==> config.mk <==
export PLATFORM = sky130hd
export DESIGN_NAME = i2c_master_top
export DESIGN_NICKNAME = d
export VERILOG_FILES = /design/src/i2c_bus_pkg.sv /design/src/i2c_reg_pkg.sv /design/src/i2c_queue.sv /design/src/i2c_scl_gen.sv /design/src/i2c_wb_regs.sv /design/src/i2c_sequencer.sv /design/src/i2c_master_top.sv
export VERILOG_INCLUDE_DIRS = /design/src
export SDC_FILE = /design/constraint.sdc
export NUM_CORES = 1
export LEC_CHECK = 0
export ABC_AREA = 1
export BUFFER_PORTS_ARGS = -buffer_cell sky130_fd_sc_hd__buf_2
export CELL_PAD_IN_SITES_DETAIL_PLACEMENT = 1
export CELL_PAD_IN_SITES_GLOBAL_PLACEMENT = 1
export CORE_ASPECT_RATIO = 0.9
export CORE_UTILIZATION = 53
export CTS_CLUSTER_SIZE = 10
export DETAILED_ROUTE_END_ITERATION = 7
export HOLD_SLACK_MARGIN = 0.05
export PLACE_DENSITY_LB_ADDON = 0.12
export SLEW_MARGIN = 5
export SYNTH_ARGS = -nofsm -noshare
export SYNTH_HDL_FRONTEND = slang
export SYNTH_HIERARCHICAL = 1
export SYNTH_SLANG_ARGS = --single-unit
==> constraint.sdc <==
create_clock -name clk -period 3.7 [get_ports clk]
set_clock_uncertainty 0.05 [all_clocks]
set_input_delay 0.185 -clock clk [delete_from_list [all_inputs] [get_ports clk]]
set_output_delay 0.185 -clock clk [all_outputs]
set_load 0.01 [all_outputs]
==> src/i2c_cfg.svh <==
`ifndef I2C_CFG_SVH
`define I2C_CFG_SVH

// system clocks per quarter of an scl bit, so one bit takes four times this
`define I2C_CLK_DIV 5

// entries in each of the transmit and receive queues
`define I2C_QUEUE_DEPTH 8

`define I2C_ADDR_W 7    // 7-bit target address
`define I2C_BYTE_W 8    // one data byte on the bus and on the register port
`define I2C_CNT_W 4     // write and read byte counts, one nibble each in the command byte
`define I2C_WB_ADR_W 2  // four registers behind the wishbone port

`endif

==> src/i2c_bus_pkg.sv <==
`include "i2c_cfg.svh"

package i2c_bus_pkg;

    // one byte as it is shifted over sda
    typedef logic [`I2C_BYTE_W-1:0] data_byte_t;

    // transaction sequencer states
    typedef enum logic [3:0] {
        seq_idle,       // bus idle, waiting for a command
        seq_start,      // pull sda low while scl is high
        seq_address,    // shift out the address and r/w bit
        seq_write,      // shift out one byte from the transmit queue
        seq_ack_check,  // sda released, peripheral acknowledge sampled
        seq_read,       // shift in one byte from the peripheral
        seq_master_ack, // master ack, or nack on the final byte
        seq_restart,    // repeated start between the write and read halves
        seq_stop        // sda low, then released while scl is high
    } seq_state_e;

    // quarter phases of one scl bit, in the order the generator steps through them
    typedef enum logic [1:0] {
        low_mid,  // scl low, sda may change here
        rise,     // scl goes high
        high_mid, // scl high, sda sampled here, start and stop made here
        fall      // scl goes low
    } scl_phase_e;

endpackage

==> src/i2c_reg_pkg.sv <==
`include "i2c_cfg.svh"

package i2c_reg_pkg;

    // register offsets on the wishbone port
    typedef enum logic [`I2C_WB_ADR_W-1:0] {
        reg_target     = 'd0, // target address, read and write
        reg_tx_data    = 'd1, // write only, every write pushes one byte
        reg_cmd_status = 'd2, // command on write, status on read
        reg_rx_data    = 'd3  // read only, every read pops one entry
    } reg_addr_e;

    // bit positions inside the status byte
    typedef enum int unsigned {
        stat_busy      = 0,
        stat_ack_error = 1, // sticky until the next command
        stat_tx_full   = 2,
        stat_rx_empty  = 3,
        stat_rx_last   = 4  // head of the receive queue is the final byte of a transaction
    } status_bit_e;

    // one receive queue entry
    typedef struct packed {
        logic                    last; // set on the byte that the master nacked
        i2c_bus_pkg::data_byte_t data;
    } rx_entry_t;

endpackage

==> src/i2c_queue.sv <==
`timescale 1ns/100ps

module i2c_queue #(
    parameter type payload_t = logic,
    parameter int  DEPTH     = 4
) (
    input  logic     clk,
    input  logic     arst_n,
    input  logic     push,
    input  payload_t wdata,
    input  logic     pop,
    output payload_t rdata,
    output logic     full,
    output logic     empty
);
    localparam int PTR_W = $clog2(DEPTH);

    payload_t         mem [DEPTH];
    logic [PTR_W-1:0] wr_ptr;
    logic [PTR_W-1:0] rd_ptr;
    logic [PTR_W:0]   count;  // one bit wider so that a full queue can be told from an empty one
    logic             do_push;
    logic             do_pop;

    assign do_push = push && !full;  // a push into a full queue is lost
    assign do_pop  = pop && !empty;  // a pop from an empty queue does nothing
    assign full    = count == (PTR_W + 1)'(DEPTH);
    assign empty   = count == '0;
    assign rdata   = mem[rd_ptr];    // head entry, only meaningful while not empty

    always_ff @(posedge clk or negedge arst_n) begin
        if (!arst_n) begin
            wr_ptr <= '0;
            rd_ptr <= '0;
            count  <= '0;
        end else begin
            if (do_push) begin
                wr_ptr <= (wr_ptr == PTR_W'(DEPTH - 1)) ? '0 : wr_ptr + 1'b1; // depth need not be 2^n
            end
            if (do_pop) begin
                rd_ptr <= (rd_ptr == PTR_W'(DEPTH - 1)) ? '0 : rd_ptr + 1'b1;
            end
            if (do_push != do_pop) begin
                count <= do_push ? count + 1'b1 : count - 1'b1;
            end
        end
    end

    always_ff @(posedge clk) begin
        if (do_push) begin
            mem[wr_ptr] <= wdata;
        end
    end

endmodule

==> src/i2c_scl_gen.sv <==
`timescale 1ns/100ps
`include "i2c_cfg.svh"

module i2c_scl_gen (
    input  logic                    clk,
    input  logic                    arst_n,
    input  logic                    scl_run,
    output logic                    scl,
    output logic                    tick,
    output i2c_bus_pkg::scl_phase_e phase
);
    localparam int DIV_W = $clog2(`I2C_CLK_DIV + 1);

    logic [DIV_W-1:0] div_cnt; // cycles spent in the present quarter

    // scl is high for the two quarters around high_mid and low for the rest
    assign scl = (phase == i2c_bus_pkg::rise) || (phase == i2c_bus_pkg::high_mid);

    always_ff @(posedge clk or negedge arst_n) begin
        if (!arst_n) begin
            div_cnt <= '0;
            phase   <= i2c_bus_pkg::high_mid; // idle bus rests with scl high
            tick    <= 1'b0;
        end else begin
            tick <= 1'b0;
            if (!scl_run) begin
                // phase and level are held, the next quarter gets its full length on resume
                div_cnt <= '0;
            end else if (div_cnt == DIV_W'(`I2C_CLK_DIV - 1)) begin
                div_cnt <= '0;
                phase   <= i2c_bus_pkg::scl_phase_e'(phase + 2'd1); // fall wraps to low_mid
                tick    <= 1'b1;                                    // marks entry to the new phase
            end else begin
                div_cnt <= div_cnt + 1'b1;
            end
        end
    end

endmodule

==> src/i2c_wb_regs.sv <==
`timescale 1ns/100ps
`include "i2c_cfg.svh"

module i2c_wb_regs (
    input  logic                    clk,
    input  logic                    arst_n,
    input  logic                    wb_cyc,
    input  logic                    wb_stb,
    input  logic                    wb_we,
    input  logic [`I2C_WB_ADR_W-1:0] wb_adr,
    input  i2c_bus_pkg::data_byte_t wb_wdata,
    output i2c_bus_pkg::data_byte_t wb_rdata,
    output logic                    wb_ack,
    output logic                    tx_push,
    output i2c_bus_pkg::data_byte_t tx_wdata,
    input  logic                    tx_full,
    output logic                    rx_pop,
    input  i2c_reg_pkg::rx_entry_t  rx_rdata,
    input  logic                    rx_empty,
    output logic                    cmd_start,
    output logic [`I2C_ADDR_W-1:0]  target_addr,
    output logic [`I2C_CNT_W-1:0]   write_count,
    output logic [`I2C_CNT_W-1:0]   read_count,
    input  logic                    busy,
    input  logic                    ack_error
);
    logic                    req;      // a new access, accepted on the coming edge
    logic                    req_done; // access answered, waiting for stb to drop
    logic                    wr_req;
    logic                    rd_req;
    i2c_bus_pkg::data_byte_t status;
    i2c_bus_pkg::data_byte_t rd_mux;

    assign req    = wb_cyc && wb_stb && !req_done;
    assign wr_req = req && wb_we;
    assign rd_req = req && !wb_we;

    // queue strobes act on the same edge that raises wb_ack
    assign tx_push  = wr_req && wb_adr == i2c_reg_pkg::reg_tx_data;
    assign tx_wdata = wb_wdata;
    assign rx_pop   = rd_req && wb_adr == i2c_reg_pkg::reg_rx_data;

    always_comb begin
        status = '0;
        status[i2c_reg_pkg::stat_busy]      = busy;
        status[i2c_reg_pkg::stat_ack_error] = ack_error;
        status[i2c_reg_pkg::stat_tx_full]   = tx_full;
        status[i2c_reg_pkg::stat_rx_empty]  = rx_empty;
        status[i2c_reg_pkg::stat_rx_last]   = !rx_empty && rx_rdata.last; // head entry only
    end

    always_comb begin
        case (wb_adr)
            i2c_reg_pkg::reg_target:     rd_mux = i2c_bus_pkg::data_byte_t'(target_addr);
            i2c_reg_pkg::reg_cmd_status: rd_mux = status;
            i2c_reg_pkg::reg_rx_data:    rd_mux = rx_empty ? '0 : rx_rdata.data; // empty reads zero
            default:                     rd_mux = '0; // transmit data is write only
        endcase
    end

    always_ff @(posedge clk or negedge arst_n) begin
        if (!arst_n) begin
            wb_ack      <= 1'b0;
            req_done    <= 1'b0;
            cmd_start   <= 1'b0;
            target_addr <= '0;
            write_count <= '0;
            read_count  <= '0;
        end else begin
            wb_ack    <= req;                             // exactly one cycle per access
            req_done  <= wb_stb && (req_done || req);
            cmd_start <= 1'b0;
            if (wr_req && wb_adr == i2c_reg_pkg::reg_target) begin
                target_addr <= wb_wdata[`I2C_ADDR_W-1:0];
            end
            // a command while a transaction is running is dropped
            if (wr_req && wb_adr == i2c_reg_pkg::reg_cmd_status && !busy) begin
                write_count <= wb_wdata[`I2C_CNT_W-1:0];               // low nibble
                read_count  <= wb_wdata[2*`I2C_CNT_W-1:`I2C_CNT_W];    // high nibble
                cmd_start   <= 1'b1;
            end
        end
    end

    // read data is taken before the pop moves the receive queue on
    always_ff @(posedge clk) begin
        if (rd_req) begin
            wb_rdata <= rd_mux;
        end
    end

endmodule

==> src/i2c_sequencer.sv <==
`timescale 1ns/100ps
`include "i2c_cfg.svh"

module i2c_sequencer (
    input  logic                    clk,
    input  logic                    arst_n,
    input  logic                    cmd_start,
    input  logic [`I2C_ADDR_W-1:0]  target_addr,
    input  logic [`I2C_CNT_W-1:0]   write_count,
    input  logic [`I2C_CNT_W-1:0]   read_count,
    output logic                    busy,
    output logic                    ack_error,
    output logic                    scl_run,
    input  logic                    tick,
    input  i2c_bus_pkg::scl_phase_e phase,
    output logic                    tx_pop,
    input  i2c_bus_pkg::data_byte_t tx_rdata,
    input  logic                    tx_empty,
    output logic                    rx_push,
    output i2c_reg_pkg::rx_entry_t  rx_wdata,
    input  logic                    rx_full,
    output logic                    sda_drive_low,
    input  logic                    sda_in
);
    i2c_bus_pkg::seq_state_e state;
    i2c_bus_pkg::data_byte_t shift_reg; // bits go out and come in msb first
    i2c_bus_pkg::data_byte_t tx_bits;
    logic [`I2C_ADDR_W-1:0]  addr_q;    // kept for the repeated start
    logic [`I2C_CNT_W-1:0]   wr_left;
    logic [`I2C_CNT_W-1:0]   rd_left;
    logic [3:0]              bit_cnt;
    logic                    reading;   // the address being sent carries the read bit
    logic                    paused;    // scl held in low_mid by a queue
    logic                    in_low;
    logic                    stall;
    logic                    ev_low;
    logic                    ev_high;

    assign in_low = phase == i2c_bus_pkg::low_mid;

    // a byte may only begin once its data or its receive space is there
    assign stall = in_low && bit_cnt == 4'd0 &&
                   ((state == i2c_bus_pkg::seq_write && tx_empty) ||
                    (state == i2c_bus_pkg::seq_read && rx_full));

    assign ev_low  = in_low && (tick || paused) && !stall; // sda changes here
    assign ev_high = tick && phase == i2c_bus_pkg::high_mid; // sda sampled here
    assign busy    = state != i2c_bus_pkg::seq_idle;
    assign scl_run = busy && !stall;

    // the first bit of a write byte comes straight from the queue head
    assign tx_bits = (state == i2c_bus_pkg::seq_write && bit_cnt == 4'd0) ? tx_rdata : shift_reg;
    assign tx_pop  = ev_low && state == i2c_bus_pkg::seq_write && bit_cnt == 4'd0;

    // the eighth bit is joined to the seven already shifted in
    assign rx_push       = ev_high && state == i2c_bus_pkg::seq_read && bit_cnt == 4'd7;
    assign rx_wdata.data = {shift_reg[`I2C_BYTE_W-2:0], sda_in};
    assign rx_wdata.last = rd_left == `I2C_CNT_W'(1);

    always_ff @(posedge clk or negedge arst_n) begin
        if (!arst_n) begin
            state         <= i2c_bus_pkg::seq_idle;
            shift_reg     <= '0;
            addr_q        <= '0;
            wr_left       <= '0;
            rd_left       <= '0;
            bit_cnt       <= '0;
            reading       <= 1'b0;
            paused        <= 1'b0;
            ack_error     <= 1'b0;
            sda_drive_low <= 1'b0;
        end else begin
            paused <= in_low && (tick || paused) && stall;
            case (state)
                i2c_bus_pkg::seq_idle: begin
                    if (cmd_start) begin
                        addr_q    <= target_addr;
                        wr_left   <= write_count;
                        rd_left   <= read_count;
                        shift_reg <= {target_addr, 1'b0}; // the first address always writes
                        bit_cnt   <= '0;
                        reading   <= 1'b0;
                        ack_error <= 1'b0;                 // cleared only by a new command
                        state     <= i2c_bus_pkg::seq_start;
                    end
                end
                i2c_bus_pkg::seq_start: begin
                    sda_drive_low <= 1'b1; // scl is still high from idle, this is the start
                    state         <= i2c_bus_pkg::seq_address;
                end
                i2c_bus_pkg::seq_address, i2c_bus_pkg::seq_write: begin
                    if (ev_low && bit_cnt == 4'd8) begin
                        sda_drive_low <= 1'b0; // free the line for the peripheral acknowledge
                        bit_cnt       <= '0;
                        state         <= i2c_bus_pkg::seq_ack_check;
                    end else if (ev_low) begin
                        sda_drive_low <= !tx_bits[`I2C_BYTE_W-1];
                        shift_reg     <= tx_bits << 1;
                        bit_cnt       <= bit_cnt + 1'b1;
                        if (tx_pop) begin
                            wr_left <= wr_left - 1'b1;
                        end
                    end
                end
                i2c_bus_pkg::seq_ack_check: begin
                    if (ev_high) begin
                        if (sda_in) begin
                            ack_error <= 1'b1; // nack ends the transaction with a stop
                            state     <= i2c_bus_pkg::seq_stop;
                        end else if (reading) begin
                            state <= i2c_bus_pkg::seq_read;
                        end else if (wr_left != '0) begin
                            state <= i2c_bus_pkg::seq_write;
                        end else if (rd_left != '0) begin
                            state <= i2c_bus_pkg::seq_restart;
                        end else begin
                            state <= i2c_bus_pkg::seq_stop;
                        end
                    end
                end
                i2c_bus_pkg::seq_read: begin
                    if (ev_low) begin
                        sda_drive_low <= 1'b0; // the peripheral drives the data bits
                    end
                    if (ev_high) begin
                        shift_reg <= rx_wdata.data;
                        bit_cnt   <= bit_cnt + 1'b1;
                        if (rx_push) begin
                            rd_left <= rd_left - 1'b1;
                            bit_cnt <= '0;
                            state   <= i2c_bus_pkg::seq_master_ack;
                        end
                    end
                end
                i2c_bus_pkg::seq_master_ack: begin
                    if (ev_low) begin
                        sda_drive_low <= rd_left != '0; // ack while bytes remain, nack the final one
                    end
                    if (ev_high) begin
                        state <= (rd_left != '0) ? i2c_bus_pkg::seq_read : i2c_bus_pkg::seq_stop;
                    end
                end
                i2c_bus_pkg::seq_restart: begin
                    if (ev_low) begin
                        sda_drive_low <= 1'b0; // sda must be high before scl rises
                    end
                    if (ev_high) begin
                        sda_drive_low <= 1'b1; // falling sda under high scl, repeated start
                        shift_reg     <= {addr_q, 1'b1};
                        reading       <= 1'b1;
                        state         <= i2c_bus_pkg::seq_address;
                    end
                end
                i2c_bus_pkg::seq_stop: begin
                    if (ev_low) begin
                        sda_drive_low <= 1'b1;
                    end
                    if (ev_high) begin
                        sda_drive_low <= 1'b0; // rising sda under high scl, the stop
                        state         <= i2c_bus_pkg::seq_idle;
                    end
                end
                default: state <= i2c_bus_pkg::seq_idle;
            endcase
        end
    end

endmodule

==> src/i2c_master_top.sv <==
`timescale 1ns/100ps
`include "i2c_cfg.svh"

module i2c_master_top (
    input  logic                    clk,
    input  logic                    arst_n,
    input  logic                    wb_cyc,
    input  logic                    wb_stb,
    input  logic                    wb_we,
    input  logic [`I2C_WB_ADR_W-1:0] wb_adr,
    input  i2c_bus_pkg::data_byte_t wb_wdata,
    output i2c_bus_pkg::data_byte_t wb_rdata,
    output logic                    wb_ack,
    output logic                    scl,
    output logic                    sda_drive_low,
    input  logic                    sda_in
);
    logic                    tx_push, tx_pop, tx_full, tx_empty;
    i2c_bus_pkg::data_byte_t tx_wdata, tx_rdata;
    logic                    rx_push, rx_pop, rx_full, rx_empty;
    i2c_reg_pkg::rx_entry_t  rx_wdata, rx_rdata;
    logic                    cmd_start, busy, ack_error;
    logic [`I2C_ADDR_W-1:0]  target_addr;
    logic [`I2C_CNT_W-1:0]   write_count, read_count;
    logic                    scl_run, tick;
    i2c_bus_pkg::scl_phase_e phase;

    i2c_wb_regs regs_i (.*);

    // bytes from software toward the bus
    i2c_queue #(
        .payload_t (i2c_bus_pkg::data_byte_t),
        .DEPTH     (`I2C_QUEUE_DEPTH)
    ) tx_queue_i (
        .clk, .arst_n, .push(tx_push), .wdata(tx_wdata), .pop(tx_pop),
        .rdata(tx_rdata), .full(tx_full), .empty(tx_empty)
    );

    // received bytes with their last flag
    i2c_queue #(
        .payload_t (i2c_reg_pkg::rx_entry_t),
        .DEPTH     (`I2C_QUEUE_DEPTH)
    ) rx_queue_i (
        .clk, .arst_n, .push(rx_push), .wdata(rx_wdata), .pop(rx_pop),
        .rdata(rx_rdata), .full(rx_full), .empty(rx_empty)
    );

    i2c_scl_gen scl_gen_i (.*);

    i2c_sequencer seq_i (.*);

endmodule

Yosys cells after proc, flatten, opt, wreduce, memory -nomap -nowiden
Memories as Yosys holds them, arrays and structs flattened.
Cells that the tools add are included.
{"block": "totals", "output_inout_bits": 11, "inputBits": 16, "wordCells": 218, "romBits": 0, "ramBits": 136, "memories": 2, "ff_bits": 87, "latch_bits": 0}
{"name": "rx_queue_i.mem", "depth": 8, "word_bits": 9, "read_ports": 1, "rd_ports_with_merged_regs": 0, "write_ports": 1, "line": "i2c_queue.sv:18", "rtl": "payload_t mem [DEPTH];"}
{"name": "tx_queue_i.mem", "depth": 8, "word_bits": 8, "read_ports": 1, "rd_ports_with_merged_regs": 0, "write_ports": 1, "line": "i2c_queue.sv:18"}
{"block": "op_classes", "order_cmp": 0, "add_sub_neg": 13, "bitwise": 0, "div": 0, "n_mux": 67, "shift": 0, "reduce_logical": 70, "mul": 0, "eq_ne": 40}
{"cell": "two-way mux 4 bit", "count": 27}
{"cell": "two-way mux 8 bit", "count": 7}
{"cell": "one-hot mux 4 bit (8 select lines)", "count": 1}
{"cell": "one-hot mux 8 bit (4 select lines)", "count": 1}
{"cell": "logical AND 1 bit", "count": 30}
{"cell": "one-hot mux 8 bit (3 select lines)", "count": 1}
{"cell": "== test 4 x 3 -> 1 bit (second input constant)", "count": 5}
{"cell": "two-way mux 1 bit", "count": 18}
{"cell": "two-way mux 3 bit", "count": 6}
{"cell": "== test 4 bit (second input constant)", "count": 4}
{"cell": "zero test 4 bit", "count": 4}
{"cell": "inequality test 2 x 1 -> 1 bit (second input constant)", "count": 8}
{"cell": "one-hot mux 4 bit (2 select lines)", "count": 2}
{"cell": "AND reduction 4 bit", "count": 4}
{"cell": "nonzero test 4 bit", "count": 4}
{"cell": "subtractor 4 x 1 -> 4 bit (second input constant)", "count": 4}
{"cell": "adder 3 x 1 -> 3 bit (second input constant)", "count": 5}
{"cell": "== test 3 bit (second input constant)", "count": 5}
{"cell": "adder 4 x 1 -> 4 bit (second input constant)", "count": 3}
{"cell": "one-hot mux 4 bit (3 select lines)", "count": 1}
{"cell": "inequality test 2 bit (second input constant)", "count": 5}
{"cell": "zero test 1 bit", "count": 9}
{"cell": "== test 4 x 1 -> 1 bit (second input constant)", "count": 2}
{"cell": "== test 4 x 2 -> 1 bit (second input constant)", "count": 2}
{"cell": "18 further kinds", "count": 32}

Logic depth before layout (Yosys ltp)
{"block": "logic_depth", "ltp_word": 12, "depth_mapped": 17, "depth_no_buf": 16}

Cells and area by module
The synthesis kept the hierarchy.
{"module": "i2c_queue at rx_queue_i", "n_inst": 1, "cells_per_inst": 286, "area_per_inst_um2": 3489.6, "seq_area_each_um2": 2412.3}
{"module": "i2c_queue at tx_queue_i", "n_inst": 1, "cells_per_inst": 264, "area_per_inst_um2": 3165.5, "seq_area_each_um2": 2172.1}
{"module": "i2c_sequencer", "n_inst": 1, "cells_per_inst": 375, "area_per_inst_um2": 2588.7, "seq_area_each_um2": 875.8}
{"module": "i2c_wb_regs", "n_inst": 1, "cells_per_inst": 135, "area_per_inst_um2": 1248.7, "seq_area_each_um2": 690.7}
{"module": "i2c_scl_gen", "n_inst": 1, "cells_per_inst": 30, "area_per_inst_um2": 274.0, "seq_area_each_um2": 151.4}

Least setup slack after synthesis
No wires, ideal clock.
{"block": "synth_timing", "kind": "register -> register", "from": "reg scl_gen_i.phase[1]", "to": "mem rx_queue_i/mem[0][0] in the netlist's numbering (enable)", "setup_ns": 0.374, "arrival_time_ns": 1.943, "path_stages_with_launch": 8, "period_less_slack_ns": 2.368, "slack_ns": 1.332, "required_ns": 3.276, "n_path_buf": 0, "cell_sequence": "dfstp_2 -> nand3_1 -> nor2_8 -> nand4_4 -> inv_1 -> nand2_4 -> or2_1 -> nor2_1"}
{"block": "synth_via", "elab_chain_len": 7}
{"item": "start: declaration", "line": "i2c_scl_gen.sv:10", "rtl": "output i2c_bus_pkg::scl_phase_e phase"}
{"item": "start signal: assignment", "line": "i2c_scl_gen.sv:22", "rtl": "phase <= i2c_bus_pkg::high_mid;"}
{"item": "start signal: assignment", "line": "i2c_scl_gen.sv:31", "rtl": "phase <= i2c_bus_pkg::scl_phase_e'(phase + 2'd1);"}
{"item": "== test 2 bit", "line": "i2c_sequencer.sv:47", "rtl": "assign ev_high = tick && phase == i2c_bus_pkg::high_mid;"}
{"item": "logical AND 1 bit", "line": "i2c_sequencer.sv:47"}
{"item": "logical AND 1 bit (2 in series)", "line": "i2c_sequencer.sv:56", "rtl": "assign rx_push = ev_high && state == i2c_bus_pkg::seq_read && bit_cnt == 4'd7;"}
{"item": "net rx_push", "line": "i2c_master_top.sv:20", "rtl": "logic rx_push, rx_pop, rx_full, rx_empty;"}
{"item": "logical AND 1 bit", "line": "i2c_queue.sv:25", "rtl": "assign do_push = push && !full;"}
{"item": "two-way mux 1 bit", "line": "i2c_queue.sv:50", "rtl": "if (do_push) begin"}
{"item": "two-way mux 1 bit (implied by the code)", "line": "i2c_queue.sv:51", "rtl": "mem[wr_ptr] <= wdata;"}
{"item": "end: declaration", "line": "i2c_queue.sv:18"}
The timed path passes the listed nets, and every way through them passes these cells.

Worst setup path after layout
{"block": "layout_timing", "from": "reg regs_i.req_done", "to": "mem tx_queue_i/mem[6][2] in the netlist's numbering (enable)"}
{"block": "layout_via", "elab_chain_len": 7}
{"item": "start: declaration", "line": "i2c_wb_regs.sv:28", "rtl": "logic req_done;"}
{"item": "start signal: assignment", "line": "i2c_wb_regs.sv:71", "rtl": "req_done <= wb_stb && (req_done || req);"}
{"item": "zero test 1 bit", "line": "i2c_wb_regs.sv:34", "rtl": "assign req = wb_cyc && wb_stb && !req_done;"}
{"item": "logical AND 1 bit", "line": "i2c_wb_regs.sv:34"}
{"item": "logical AND 1 bit", "line": "i2c_wb_regs.sv:35", "rtl": "assign wr_req = req && wb_we;"}
{"item": "logical AND 1 bit", "line": "i2c_wb_regs.sv:39", "rtl": "assign tx_push = wr_req && wb_adr == i2c_reg_pkg::reg_tx_data;"}
{"item": "net tx_push", "line": "i2c_master_top.sv:18", "rtl": "logic tx_push, tx_pop, tx_full, tx_empty;"}
{"item": "logical AND 1 bit", "line": "i2c_queue.sv:25"}
{"item": "two-way mux 1 bit", "line": "i2c_queue.sv:50"}
{"item": "two-way mux 1 bit (implied by the code)", "line": "i2c_queue.sv:51"}
{"item": "end: declaration", "line": "i2c_queue.sv:18"}
The timed path passes the listed nets, and every way through them passes these cells.

==> impl_metrics.ini <==
[run_status]
status = finished with violations
failed_checks = DRC

[cells_and_area]
area_growth_pct = 10.0
final_area_mm2 = 0.0118
layoutNonFillerInstCount = 1393
n_antenna_cell = 0
final_cell_mix = nand2_1, edfxtp_1, nor2_1, o21ai_0, dfrtp_1
largest_reg_flops = 72
fillers = 2199
nNetsFinal = 1158
largest-register = rx_queue_i/mem
regArea_mm2 = 0.00630
top_regs = rx_queue_i/mem: 72 flops, tx_queue_i/mem: 64 flops
drive_above_1_share = 0.112
utilization = 0.594
final_common_cell = nand2_1
multiInputGateArea_mm2 = 0.00380

[worst_setup_path]
end_kind = flip-flop
cp-startpoint = regs_i/req_done
max_stage_delay_ns = 0.56
worstReg2RegStart = regs_i/req_done
worstPathCellList = inv_1, nand4_2, nor3_1, nand2_4, or2_1, nor2_1
crit_required_ns = 3.80
crit_arrival_ns = 2.96
path_class = reg -> reg
worstSetupStartpointType = flip-flop
crit_buf_inv = 1
cp_max_fo = 10
critPathSlowestCell = nor2_1
cp_top_family = simple AND/OR/NAND/NOR gates

[yosys]
synth_edf_count = 144
synth_cell_types = 48
yosysWarnings = 6
syn_nets = 1129
async_flop_share = 0.354
synthCells = 1090
synth_ff_type = edfxtp_1
seq_area_frac_synth = 0.585
ys_ff_latch = 223
syn_area_per_cell_um2 = 9.88
synth_area_mm2 = 0.0108

[die]
core_region_area_mm2 = 0.0199
die_height_um = 137
die_w_um = 152
core.rowCount = 49
dieArea_mm2 = 0.0209
start_util = 0.540
io_pins = 27

[detailed_routing]
dr.pass1.iters = 7
drt_iter0_markers = 674
met1Wirelength_mm = 13.1
highest_layer = met4
wl_met3_mm = 1.64
via_per_inst = 5.75
vias = 8014
wl_met2_mm = 14.2
drc = 2
detail_route.wl_per_cell_um = 21.3
wl_mm = 29.7
drtAntennaViolNets = 0

[pwr]
p_sw_uw = 3190
seq_power_share = 0.408
leakagePower_uw = 0.00500
vdd_drop_max_mv = 0.534
pwr_density_cell_mw_per_mm2 = 709
p_int_uw = 5200
power_uw = 8400
comb_power_share = 0.316
netSwitchingFraction = 0.380
pwr-share-clk = 0.276

[clock_tree]
cts_tree = yes
clock_latency_ns = 0.52
cts_buffer_depth = 3
clk_pin_slew_worst_paths_ns = 0.05
post_cts_resized = 0
cts_buffers = 26
htree_levels = 1
post-cts-setup-buffers = 0
cts_hold_buf = 12
clock-sinks = 223
cts-root-buf = clkbuf_16

[sta]
drv_slew = 0
setup_viol = 0
rsz0062_at_grt = false
hold_viol_final = 0
max_freq_ghz = 0.350
max_slew_margin = 0.312
worstMarginPinSlew_ns = 1.03
min_period_over_period = 0.772
timing.setup.tns_ns = 0
fin_crit_ns = 2.86

[placement]
hpwl_mm = 21.2
numPortBuffers = 26
dpl_cell_area_mm2 = 0.0110
gp_congestion = 0.894
dp.cells = 1334

[hold_path]
hp-start = wb_cyc
hp-class = in -> reg

[grt]
grt_pass1_vias = 8213
grt_overflow_total = 0
antenna_found_initial = 0
grt_pass1_wl_mm = 46.0
grt_max_degree = 59
grt_usage = 0.292

[flow_run]
drv_cap = 0
Yosys cell counts, types with 4 or more instances:
master,number,area (um2)
nand2_1,284,1070
edfxtp_1,144,4320
nor2_1,119,447
o21ai_0,92,460
dfrtp_1,78,1950
inv_1,76,285
nand3_1,55,275
buf_4,22,165
ha_1,21,263
nand4_1,20,125
mux2i_1,17,170
o22ai_1,17,106
buf_2,15,75.1
nand2_2,14,87.6
a21oi_1,11,55.1
o21ai_1,11,55.1
nand2_4,10,113
inv_2,9,33.8
o21bai_1,8,60.1
buf_6,7,78.8
nor2_4,7,78.8
nand3_2,5,50.1
nor2_2,5,31.3
xnor2_1,4,35.0
xor2_1,4,35.0
layer usage:
layer,up-vias,GRT usage
li1,3706,-
met1,4016,0.410
met2,234,0.482
met3,58,0.0355
met4,0,0.0873
met5,-,0
worst reg2reg max path, cell delays in order, from the launching register on:
cell and delay (ns):
dfrtp_1 0.46, inv_1 0.11, nand4_2 0.27, nor3_1 0.52
nand2_4 0.17, or2_1 0.35, nor2_1 0.56
worst paths after layout:
check                                             end  slack, ns  cells past startpoint
max in group asynchronous       regs_i/target_addr[4]       2.50                      3
min in group asynchronous        rx_queue_i/rd_ptr[0]       0.25                      2
worst min-delay path                    regs_i/wb_ack       0.07                      3
worst min register to register   scl_gen_i/div_cnt[0]       0.41                      1
worst max register to register   tx_queue_i/mem[6][2]       0.84                      6
worst max-delay path             tx_queue_i/mem[6][2]       0.84                      6
power by group through the flow:
stage	logic (uW)	registers, uW	clock network (uW)
after floorplan	2020	3250	0
after global placement	2510	3450	0
after detailed placement	2620	3460	0
after CTS	2650	3420	2350
after global routing	2970	3460	2430
final	2660	3430	2310
final cells by class:
cell class | count | share of cell area
timing repair buffer | 46 | 0.0264
inverter | 91 | 0.0295
clock buffer | 46 | 0.0631
tap | 255 | 0.0269
sequential | 223 | 0.532
clock inverter | 1 | 0.00137
multi-input combinational | 731 | 0.321
stage by stage:
step	worst slack (ns)	hold slack [ns]
finish	0.842	0.0742
global placement	1.04	0.292
detailed placement	0.873	0.273
global route	0.670	0.102
floorplan	1.33	-0.161
CTS	0.865	0.0600
kinds of logic (layout without fill, tap and decap cells):
logic type	after synthesis	count (layout)	share of synthesized area
buffers and inverters	136	184	0.0624
multiplexers	17	17	0.0158
AO/OA/AOI/OAI	150	150	0.0779
adder cells (fa/ha/maj)	23	23	0.0281
flip-flops	223	223	0.585
XOR/XNOR	8	8	0.00651
AND/OR/NAND/NOR	533	533	0.224
No activity file was read; power rests on OpenSTA's default activity.
